$ cat config.mk
export PLATFORM = sky130hd
export DESIGN_NAME = lfb_top
export DESIGN_NICKNAME = d
export VERILOG_FILES = /design/src/lfb_geom_pkg.sv /design/src/lfb_msg_pkg.sv /design/src/fill_steer.sv /design/src/line_slot.sv /design/src/line_drain.sv /design/src/lfb_top.sv
export SDC_FILE = /design/constraint.sdc
export NUM_CORES = 1
export LEC_CHECK = 0
export BUFFER_PORTS_ARGS = -buffer_cell sky130_fd_sc_hd__buf_2
export CAP_MARGIN = 20
export CORE_UTILIZATION = 47
export DETAILED_ROUTE_END_ITERATION = 8
export GPL_TIMING_DRIVEN = 0
export PLACE_DENSITY_LB_ADDON = 0.3
export SLEW_MARGIN = 20
export SYNTH_ARGS = -nofsm -noshare
export SYNTH_HDL_FRONTEND = slang
export SYNTH_SLANG_ARGS = --single-unit
$ cat constraint.sdc
create_clock -name CLK -period 11.17 [get_ports CLK]
set_input_delay 1.117 -clock CLK [delete_from_list [all_inputs] [get_ports CLK]]
set_output_delay 1.117 -clock CLK [all_outputs]
set_load 0.05 [all_outputs]
$ cat src/lfb_geom_pkg.sv
// ############################
// line geometry, fixed at compile time.
// LINE_WORDS must be a power of two so the
// word index wraps on its own.
// ############################

package lfb_geom_pkg;

	// width of one data word.
	parameter int WORD_W = 32;

	// words per line.
	parameter int LINE_WORDS = 8;

	// bits needed to address a word in a line.
	parameter int IDX_W = $clog2(LINE_WORDS);

	// one data word.
	typedef logic [WORD_W-1:0] word_t;

	// position of a word in its line.
	typedef logic [IDX_W-1:0] word_idx_t;

	// per-word valid bits of one slot.
	typedef logic [LINE_WORDS-1:0] word_mask_t;

endpackage

$ cat src/lfb_msg_pkg.sv
// ############################
// beat and line payloads.
// sizes follow the geometry package,
// 35 and 256 bits at the default geometry.
// ############################

package lfb_msg_pkg;

	import lfb_geom_pkg::*;

	// one incoming word and where it lands.
	// word sits in the upper bits, index in the low bits.
	typedef struct packed {
		word_t     word;
		word_idx_t idx;
	} beat_t;

	// a complete line.
	// word 0 is in the low bits.
	typedef struct packed {
		word_t [LINE_WORDS-1:0] words;
	} line_t;

endpackage

$ cat src/fill_steer.sv
// ############################
// strobes while fill_blocked is high are dropped.
// slots are filled strictly in order 0..SLOTS-1.
// ############################

`timescale 1ns/1ns

module fill_steer
	import lfb_geom_pkg::*, lfb_msg_pkg::*;
#(
	parameter int SLOTS = 4
)
(
	input  logic             CLK,
	input  logic             reset,
	input  logic             flush,
	input  logic             beat_strobe,
	input  word_t            beat_word,
	input  logic [SLOTS-1:0] slot_empty,
	output beat_t            beat,
	output logic [SLOTS-1:0] slot_push,
	output logic             fill_blocked
);

	// slot number width, at least one bit.
	localparam int PTR_W = $clog2(SLOTS);

	typedef logic [PTR_W-1:0] slot_idx_t;

	typedef enum logic {
		FS_WAIT_SLOT,
		FS_FILL
	} fill_state_t;

	fill_state_t state;
	slot_idx_t   fill_ptr;
	word_idx_t   word_idx;
	logic        accept;
	logic        last_word;

	// a strobe only counts while a slot is open.
	assign accept = beat_strobe && (state == FS_FILL);
	assign last_word = (word_idx == word_idx_t'(LINE_WORDS - 1));

	// beat carries the running index alongside the word.
	assign beat.word = beat_word;
	assign beat.idx = word_idx;

	// one-hot push toward the slot being filled.
	always_comb begin
		slot_push = '0;
		if (accept) begin
			slot_push[fill_ptr] = 1'b1;
		end
	end

	// source must hold off while no slot is open.
	assign fill_blocked = (state == FS_WAIT_SLOT);

	always_ff @(posedge CLK) begin
		if (reset || flush) begin
			state <= FS_WAIT_SLOT;
			fill_ptr <= '0;
			word_idx <= '0;
		end else begin
			case (state)
				FS_WAIT_SLOT: begin
					// wait for the drain to free the next slot.
					if (slot_empty[fill_ptr]) begin
						state <= FS_FILL;
					end
				end
				FS_FILL: begin
					if (accept) begin
						// index wraps to 0 after the last word.
						word_idx <= word_idx + 1'b1;
						if (last_word) begin
							// line done, move to the next slot.
							if (fill_ptr == slot_idx_t'(SLOTS - 1)) begin
								fill_ptr <= '0;
							end else begin
								fill_ptr <= fill_ptr + 1'b1;
							end
							state <= FS_WAIT_SLOT;
						end
					end
				end
				default: begin
					state <= FS_WAIT_SLOT;
				end
			endcase
		end
	end

endmodule

$ cat src/line_slot.sv
// ############################
// one line of word registers.
// data is kept after a pop; only the valid
// bits say whether a word is present.
// ############################

`timescale 1ns/1ns

module line_slot
	import lfb_geom_pkg::*, lfb_msg_pkg::*;
(
	input  logic  CLK,
	input  logic  reset,
	input  logic  flush,
	input  logic  push,
	input  logic  pop,
	input  beat_t beat,
	output line_t line,
	output logic  full,
	output logic  empty
);

	// word storage, one register per index.
	word_t      words [LINE_WORDS];
	word_mask_t valid;
	word_mask_t word_en;

	generate
		for (genvar w = 0; w < LINE_WORDS; w++) begin : g_word
			// write enable for this index only.
			assign word_en[w] = push && (beat.idx == word_idx_t'(w));

			always_ff @(posedge CLK) begin
				if (word_en[w]) begin
					words[w] <= beat.word;
				end
			end

			// word 0 ends up in the low bits of the line.
			assign line.words[w] = words[w];
		end
	endgenerate

	// valid bits.
	// pop and flush win over a push in the same cycle.
	always_ff @(posedge CLK) begin
		if (reset || flush || pop) begin
			valid <= '0;
		end else if (push) begin
			valid <= valid | word_en;
		end
	end

	// levels straight from the valid bits.
	assign full = &valid;
	assign empty = ~|valid;

endmodule

$ cat src/line_drain.sv
// ############################
// drains slots in order 0..SLOTS-1.
// line_out holds between line_valid pulses.
// ############################

`timescale 1ns/1ns

module line_drain
	import lfb_msg_pkg::*;
#(
	parameter int SLOTS = 4
)
(
	input  logic             CLK,
	input  logic             reset,
	input  logic             flush,
	input  logic             line_stall,
	input  logic [SLOTS-1:0] slot_full,
	input  line_t            slot_lines [SLOTS],
	output logic [SLOTS-1:0] slot_pop,
	output line_t            line_out,
	output logic             line_valid
);

	// slot number width, at least one bit.
	localparam int PTR_W = $clog2(SLOTS);

	typedef logic [PTR_W-1:0] slot_idx_t;

	slot_idx_t drain_ptr;
	logic      take;

	// oldest slot is complete and the sink takes it.
	assign take = slot_full[drain_ptr] && !line_stall;

	// pop lands on the same edge as the capture.
	always_comb begin
		slot_pop = '0;
		if (take) begin
			slot_pop[drain_ptr] = 1'b1;
		end
	end

	// control side.
	// flush beats a capture in the same cycle.
	always_ff @(posedge CLK) begin
		if (reset || flush) begin
			drain_ptr <= '0;
			line_valid <= 1'b0;
		end else begin
			line_valid <= take;
			if (take) begin
				if (drain_ptr == slot_idx_t'(SLOTS - 1)) begin
					drain_ptr <= '0;
				end else begin
					drain_ptr <= drain_ptr + 1'b1;
				end
			end
		end
	end

	// output line register.
	// only loads on a capture, never under reset or flush.
	always_ff @(posedge CLK) begin
		if (take && !(reset || flush)) begin
			line_out <= slot_lines[drain_ptr];
		end
	end

endmodule

$ cat src/lfb_top.sv
// ############################
// line fill buffer bank, SLOTS >= 2.
// plain strobes, no handshake. source must
// watch fill_blocked, sink uses line_stall.
// ############################

`timescale 1ns/1ns

module lfb_top
	import lfb_geom_pkg::*, lfb_msg_pkg::*;
#(
	parameter int SLOTS = 4
)
(
	input  logic  CLK,
	input  logic  reset,
	input  logic  flush,
	input  logic  beat_strobe,
	input  word_t beat_word,
	input  logic  line_stall,
	output line_t line_out,
	output logic  line_valid,
	output logic  fill_blocked
);

	// beat broadcast to every slot.
	beat_t beat;

	// per-slot strobes and levels.
	logic [SLOTS-1:0] slot_push;
	logic [SLOTS-1:0] slot_pop;
	logic [SLOTS-1:0] slot_full;
	logic [SLOTS-1:0] slot_empty;

	// lines from the slots toward the drain.
	line_t slot_lines [SLOTS];

	// fill side.
	fill_steer #(
		.SLOTS(SLOTS)
	) u_steer (
		.CLK         (CLK),
		.reset       (reset),
		.flush       (flush),
		.beat_strobe (beat_strobe),
		.beat_word   (beat_word),
		.slot_empty  (slot_empty),
		.beat        (beat),
		.slot_push   (slot_push),
		.fill_blocked(fill_blocked)
	);

	// slot array.
	generate
		for (genvar s = 0; s < SLOTS; s++) begin : g_slot
			line_slot u_slot (
				.CLK  (CLK),
				.reset(reset),
				.flush(flush),
				.push (slot_push[s]),
				.pop  (slot_pop[s]),
				.beat (beat),
				.line (slot_lines[s]),
				.full (slot_full[s]),
				.empty(slot_empty[s])
			);
		end
	endgenerate

	// drain side.
	line_drain #(
		.SLOTS(SLOTS)
	) u_drain (
		.CLK       (CLK),
		.reset     (reset),
		.flush     (flush),
		.line_stall(line_stall),
		.slot_full (slot_full),
		.slot_lines(slot_lines),
		.slot_pop  (slot_pop),
		.line_out  (line_out),
		.line_valid(line_valid)
	);

endmodule

==> results of run 1 <==
-- state kept, by name (all words and copies together) (netlist names) --
register and flops:
u_drain.drain_ptr 2, g_slot.u_slot.words 1024, u_steer.state 1, u_drain.line_valid 1, u_steer.word_idx 3, g_slot.u_slot.valid 32, u_drain.line_out 256, u_steer.fill_ptr 2
-- synthesized netlist by cell type (2+ instances only) --
cell type / n
edfxtp_1: 1280
mux4_2: 256
dfxtp_1: 41
o21a_1: 32
nor2_1: 31
buf_4: 23
buf_1: 21
nand2_1: 15
ha_1: 14
buf_2: 12
and3_1: 8
inv_1: 8
nand4_1: 6
nor3_1: 6
nor4_1: 6
clkbuf_1: 5
a21oi_2: 4
and2_1: 3
nand3_1: 3
a21oi_1: 2
o31ai_1: 2
-- per-layer routing --
layer | part of all wire, % | routed length (µm) | GRT usage [%]
met1 | 41 | 42200 | 29.3
met2 | 50 | 51300 | 33.9
met3 | 7.0 | 7250 | 4.23
met4 | 2.2 | 2300 | 6.12
met5 | 0.034 | 35 | 0
-- layout by cell type, fill, tap and decap left out, types with 7 or more instances in the layout --
| cell type | instances |
|---|---|
| edfxtp_1 | 1280 |
| buf_2 | 306 |
| mux4_2 | 256 |
| clkbuf_16 | 141 |
| dfxtp_1 | 41 |
| clkbuf_1 | 37 |
| clkinv_1 | 34 |
| o21a_1 | 32 |
| nor2_4 | 24 |
| buf_4 | 23 |
| buf_1 | 21 |
| buf_12 | 21 |
| buf_16 | 19 |
| nand2_1 | 15 |
| ha_1 | 14 |
| clkinv_2 | 13 |
| bufinv_16 | 13 |
| inv_1 | 8 |
| and3_2 | 8 |
| nor2_1 | 7 |
-- stage by stage --
step | setup slack (ps) | TNS, ps
after floorplan | 2820 | 0
after detailed placement | 7290 | 0
final | 7920 | 0
after CTS | 7900 | 0
after global routing | 7750 | 0
after global placement | -983 | -243360
-- where the power goes --
part	internal, mW	leakage, nW	total, mW	switching (mW)
Clock	2.61	2.12	4.43	1.81
Sequential	5.42	11.8	5.42	0.00158
Combinational	0.0121	3.40	0.111	0.0989
-- cells by family after synthesis --
kind of cell / synth area share, %
mux: 12.5
xor+xnor: 0.0189
flops: 84.7
compound gates: 0.778
simple gates: 0.872
buf+inv: 0.778
fa+ha+maj: 0.378
-- layout make-up --
class,count,area (µm²)
multi-input cells,403,6920
clock inverters,74,732
diodes,1,2.50
clock buffers,173,3650
flip-flops and latches,1321,39300
inverters,8,30.0
repair buffers,334,2410
well taps,1276,1600
plain buffers,61,330
fillers,7009,42200
-- path summary, 6_finish.rpt --
kind	startpoint	to	slack (ps)
worst max-delay path	u_drain.drain_ptr[0]$_SDFFE_PP0P_	u_drain.line_out[78]$_DFFE_PP_	7920
worst min-delay path	g_slot[1].u_slot.valid[7]$_SDFFE_PP0P_	g_slot[1].u_slot.valid[7]$_SDFFE_PP0P_	490
worst max register to register	u_drain.drain_ptr[0]$_SDFFE_PP0P_	u_drain.line_out[78]$_DFFE_PP_	7920
worst min register to register	g_slot[1].u_slot.valid[7]$_SDFFE_PP0P_	g_slot[1].u_slot.valid[7]$_SDFFE_PP0P_	490
==> qor.csv, run 1 <==
metric;value;unit
Die ar.;99900;µm²
Synth Cell Area;46300;µm²
crit-path cells;buf_2 -> nand2b_1 -> o32ai_1 -> o22a_2 -> and2_4 -> buf_16 -> buf_16 -> buf_16;
Post-Layout Inst Area;54900;µm²
vias in the first global route;20800;
Post-synth EDFFs;1280;
via count;20500;
first-iteration detailed-routing DRC count;2055;
CTS Buf Count;135;
Root Driver;clkbuf_16;
Initial Utilization;47.7;%
final core utilization;56.5;%
worst-case reg-to-reg path depth;8;
Final #Nets;2315;
Crit path top cell by count;buf_16;
Syn-to-layout area delta;18.5;%
core area;97100;µm²
GRT Total Usage;21.0;%
Synth Flop Type;edfxtp_1;
Num Clock Sinks;1321;
Post-synth ARST share;0;%
first-pass GRT wire length;146;mm
CTS max path bufs;3;
Final Hold Vio Count;0;
sequential cell area fraction in the yosys report;84.7;%
share of Yosys cell area claimed by the top area cell type;82.9;%
Crit Path Category;flip-flop to flip-flop;
clk_skew;23.9;ps
CP top delay family;buffers and inverters;
Peak Freq;308;MHz
post-synth top area cell;edfxtp_1;
largest net degree at the start of global routing;53;
Placed Cells;3403;
Avg WL per Cell;28.2;µm
Final ANT Viol Nets;0;
critical path startpoint category;flip-flop;
Worst Hold Class;flip-flop to flip-flop;
Chip Height;316;µm
Critical Path Slowest Stage Cell;and2_4;
CP endpoint kind;flip-flop;
Hold WS;486;ps
CP required;11550;ps
outcome;complete, no violations;
Vias/cell;5.61;
setup bufs post-CTS;0;
Critical Path Max Stage Delay;490;ps
WP data arrival;3630;ps
Congestion Overflow GR;0;
post-synthesis register bit count;1321;
Syn Nets;1844;
number of hold buffers added after CTS;0;
max_cap viols;0;
Total Power;9.96;mW
Post-Synthesis Cells;1793;
pwr/cell area;181;nW/µm²
initial antenna violation count;7;
critical path depth;8;
Lkg Pwr;17.4;nW
Die X;316;µm
CTS clk-pin slew, worst paths;60;ps
routability cong.;0.812;
Max IR drop VDD;0.132;mV
crit path time final;3250;ps
Final setup viols;0;
Mapped Avg Cell Area;25.8;µm²
sum of buffers and inverters on the critical path;4;
share of cells above drive strength 1;35.6;%
Worst-Margin Slew;1010;ps
drt pass-1 iters;5;
Cell Count, Final, Fillers Out;3651;
CP max FO;52;
# rows;114;
Rel. slew slack;32.6;%
Routed WL;103;mm
Final Cycle Share;29.1;%
PostCTS Resize Cnt;0;
Worst-Skew Late Latency;730;ps
RSZ-0062 raised after global routing;no;
post-synth cell types;36;
Hold Path Cell Cnt;1;
top cells by area, synth;edfxtp_1 (83%), mux4_2 (12%), dfxtp_1 (1.8%), o21a_1 (0.52%), ha_1 (0.38%);
DP HPWL;62.0;mm
yosys warns;0;
CTS tree;built;
IO Port Bufs;294;
Ports;295;
Final Slew Violations;0;
H-tree Lvls;4;
DP Area;50500;µm²
DR DRC count;0;
Note: power is estimated with default switching activity, not from simulation.
==> inputs of run 2 (changes only) <==
--- a/config.mk
+++ b/config.mk
@@ -5,6 +5,7 @@
 export SDC_FILE = /design/constraint.sdc
 export NUM_CORES = 1
 export LEC_CHECK = 0
+export ABC_AREA = 1
 export BUFFER_PORTS_ARGS = -buffer_cell sky130_fd_sc_hd__buf_2
 export CAP_MARGIN = 20
 export CORE_UTILIZATION = 47
==> constraint.sdc (replaced) <==
create_clock -name CLK -period 2.81 [get_ports CLK]
set_input_delay 0.281 -clock CLK [delete_from_list [all_inputs] [get_ports CLK]]
set_output_delay 0.281 -clock CLK [all_outputs]
set_load 0.05 [all_outputs]
==> qor.csv, run 2 <==
metric;value;unit;change
WP data arrival;3050;ps;-580 ps
GRT Total Usage;23.8;%;+2.8 points
Die X;319;µm;+0.83%
worst r2r src;u_drain.drain_ptr[1]$_SDFFE_PP0P_;;
Crit path top cell by count;buf_12;;
Final Cycle Share;93.1;%;
Post-Place Setup Slack;14.6;ps;-7280 ps
sequential cell area fraction in the yosys report;83.3;%;-1.4 points
CTS max path bufs;3;;unchanged
Worst-Margin Slew;1020;ps;+9.25 ps
share of Yosys cell area claimed by the top area cell type;81.6;%;-1.4 points
clock power share;43.6;%;-0.8 points
Max IR drop VDD;0.582;mV;+340%
first-iteration detailed-routing DRC count;3086;;+50%
commonest non-fill, non-tap cell in the layout;edfxtp_1;;
Worst-Skew Late Latency;740;ps;about the same
Congestion Overflow GR;0;;unchanged
top-count cell post-synth;edfxtp_1;;
max_cap viols;0;;unchanged
RR Endpoint;u_drain.line_out[63]$_DFFE_PP_;;
Hold Path Cell Cnt;3;;+2
combinational fraction of design power;1.2;%;about the same
final setup TNS;0;ps;unchanged
Synth Cell Area;47100;µm²;+1.7%
Filler cells;7586;;+8.2%
Chip Height;319;µm;+0.83%
Root Driver;clkbuf_16;;
Lkg Pwr;18.4;nW;+6.0%
Peak Freq;382;MHz;
Switching Power;7.71;mW;+300%
Routed WL;122;mm;+19%
Final setup viols;0;;unchanged
Post-Synthesis Cells;3004;;+68%
Post-Layout Inst Area;55900;µm²;+1.8%
Num Clock Sinks;1321;;unchanged
WHS Endpoint;u_steer.word_idx[1]$_SDFFE_PP0P_;;
Initial Utilization;47.7;%;about the same
DP HPWL;73.5;mm;+19%
Final WS setup;194;ps;-7730 ps
Placed Cells;4632;;+36%
Final Slew Violations;0;;unchanged
share of cells above drive strength 1;16.5;%;-19 points
Die ar.;102000;µm²;+1.7%
H-tree Lvls;4;;unchanged
Final ANT Viol Nets;0;;unchanged
Synth Flop Type;edfxtp_1;;
most frequent cells in the layout;edfxtp_1 (1280), nor2_1 (604), o21ai_0 (514), buf_2 (310), o22ai_1 (256);;
CTS clk-pin slew, worst paths;60;ps;about the same
Crit Path Category;primary input to flip-flop;;
CP required;3240;ps;-8310 ps
crit path time final;2620;ps;
CTS tree;built;;
Syn Nets;3055;;+66%
IO Port Bufs;294;;unchanged
sw frac;19.8;%;+0.56 points
Mapped Avg Cell Area;15.7;µm²;-39%
crit-path cells;dlygate4sd3_1 -> buf_2 -> nor2_1 -> dlygate4sd3_1 -> inv_1 -> nor2_4 -> buf_12 -> buf_12 -> buf_12 -> buf_12;;
post-synth top area cell;edfxtp_1;;
Avg WL per Cell;25.0;µm;-11%
DP Area;51600;µm²;+2.2%
first-pass GRT wire length;174;mm;+20%
initial antenna violation count;3;;-4
Internal;31.3;mW;+290%
Largest regs;g_slot.u_slot.words (1024), u_drain.line_out (256), g_slot.u_slot.valid (32);;
critical path startpoint category;primary input;;
Total Power;39.0;mW;+290%
via count;27500;;+34%
Hold WS;118;ps;-368 ps
Vias/cell;5.63;;+0.30%
CP endpoint kind;flip-flop;;
clk_skew;28.8;ps;+4.90 ps
CTS Buf Count;135;;unchanged
r2r setup slk;210;ps;-7710 ps
RSZ-0062 raised after global routing;no;;
post-synthesis register bit count;1321;;unchanged
Ports;295;;unchanged
# rows;115;;+0.88%
Critical Path Slowest Stage Cell;dlygate4sd3_1;;
Synth top cells by count;edfxtp_1 (1280), nor2_1 (637), o21ai_0 (514), o22ai_1 (256), clkbuf_1 (149);;
Final Hold Vio Count;0;;unchanged
pwr/cell area;698;nW/µm²;+280%
Worst Hold Class;primary input to flip-flop;;
outcome;complete, no violations;;
worst-case reg-to-reg path depth;6;;-2
Most flops, register;g_slot.u_slot.words;;
Cell Count, Final, Fillers Out;4884;;+34%
Rel. slew slack;32.0;%;-0.62 points
Post-synth EDFFs;1280;;unchanged
Post-synth ARST share;0;%;unchanged
drt pass-1 iters;5;;unchanged
yosys warns;0;;unchanged
Syn-to-layout area delta;18.7;%;
max reg flops;1024;;unchanged
sequential power share;55.3;%;+0.9 points
largest net degree at the start of global routing;33;;-38%
DR DRC count;0;;unchanged
vias in the first global route;26200;;+26%
CP max FO;30;;-42%
core area;98900;µm²;+1.8%
Final #Nets;3541;;+53%
final core utilization;56.6;%;about the same
hold path start;beat_strobe;;
routability cong.;0.817;;+0.64%
Critical Path Max Stage Delay;680;ps;+190 ps
post-synth cell types;23;;-36%
top cells by area, synth;edfxtp_1 (82%), o21ai_0 (5.5%), nor2_1 (5.1%), o22ai_1 (3.4%), dfxtp_1 (1.7%);;
-- run 2: cell types whose count changed after synthesis, sizes merged, moves of 16 or more --
| cell | previous run | this run |
|---|---|---|
| nor2 | 31 | 637 |
| o21ai | 0 | 520 |
| mux4 | 256 | 0 |
| o22ai | 0 | 256 |
| clkbuf | 5 | 149 |
| buf | 56 | 22 |
| o21a | 32 | 0 |
| inv | 8 | 28 |
| nand2 | 15 | 31 |
-- run 2: worst max path at each step --
stage / slack [ps] / to / from
6_report: 190 / u_drain.line_out[73]$_DFFE_PP_ / reset
5_1_grt: 120 / u_drain.line_out[68]$_DFFE_PP_ / u_drain.drain_ptr[1]$_SDFFE_PP0P_
4_1_cts: 40 / u_drain.line_out[59]$_DFFE_PP_ / u_drain.drain_ptr[0]$_SDFFE_PP0P_
3_3_place_gp: -4900 / u_drain.line_out[86]$_DFFE_PP_ / u_drain.drain_ptr[0]$_SDFFE_PP0P_
3_5_place_dp: 10 / u_drain.line_out[94]$_DFFE_PP_ / u_drain.drain_ptr[1]$_SDFFE_PP0P_
2_1_floorplan: -2410 / u_drain.line_out[0]$_DFFE_PP_ / u_drain.drain_ptr[0]$_SDFFE_PP0P_
-- run 2: cell type report --
cell class              instances  area, µm²  share of cell area, %
well taps                    1287       1610                   2.88
diodes                          2       5.00                0.00895
repair buffers                349       2730                   4.88
plain buffers                 171        672                   1.20
inverters                      28        105                  0.188
multi-input cells            1484       7350                   13.1
flip-flops and latches       1321      39300                   70.2
clock inverters                66        547                  0.978
clock buffers                 176       3640                   6.50
-- run 2: repair_timing --
item | CTS | global route
resized for setup | 1 | 0
setup endpoints to repair | 2 | 30
pin swaps | 0 | 1
buffers inserted | 0 | 4
hold buffers | 4 | 0
hold endpoints to repair | 3 | 0
-- run 2: kinds of logic after synthesis --
family                   after synthesis  synth area share, %
AO/OA/AOI/OAI                        785                 9.12
buffers and inverters                199                 1.63
adder cells (fa/ha/maj)               14                0.372
AND/OR/NAND/NOR                      685                 5.56
flip-flops                          1321                 83.3
-- run 2: power groups by stage --
stage / Sequential [mW] / Combinational (mW) / Clock [mW]
global route: 21.5 / 0.469 / 18.0
global placement: 22.0 / 0.429 / 0
detailed placement: 22.0 / 0.451 / 0
finish: 21.6 / 0.452 / 17.0
floorplan: 22.0 / 0.0485 / 0
CTS: 21.6 / 0.454 / 17.2
-- run 2: metal layers --
metal	up-vias	global-route usage, %	wire length, µm
met5	-	0	0
met4	0	9.24	4050
met3	187	3.71	8990
met2	1207	39.4	60900
met1	13700	31.8	48300
li1	12300	-	-
-- run 2: worst max-delay path: cells and delay by family --
kind                   cells  cell delay (ps)
buffers and inverters      8             2210
and+or+nand+nor            2              510
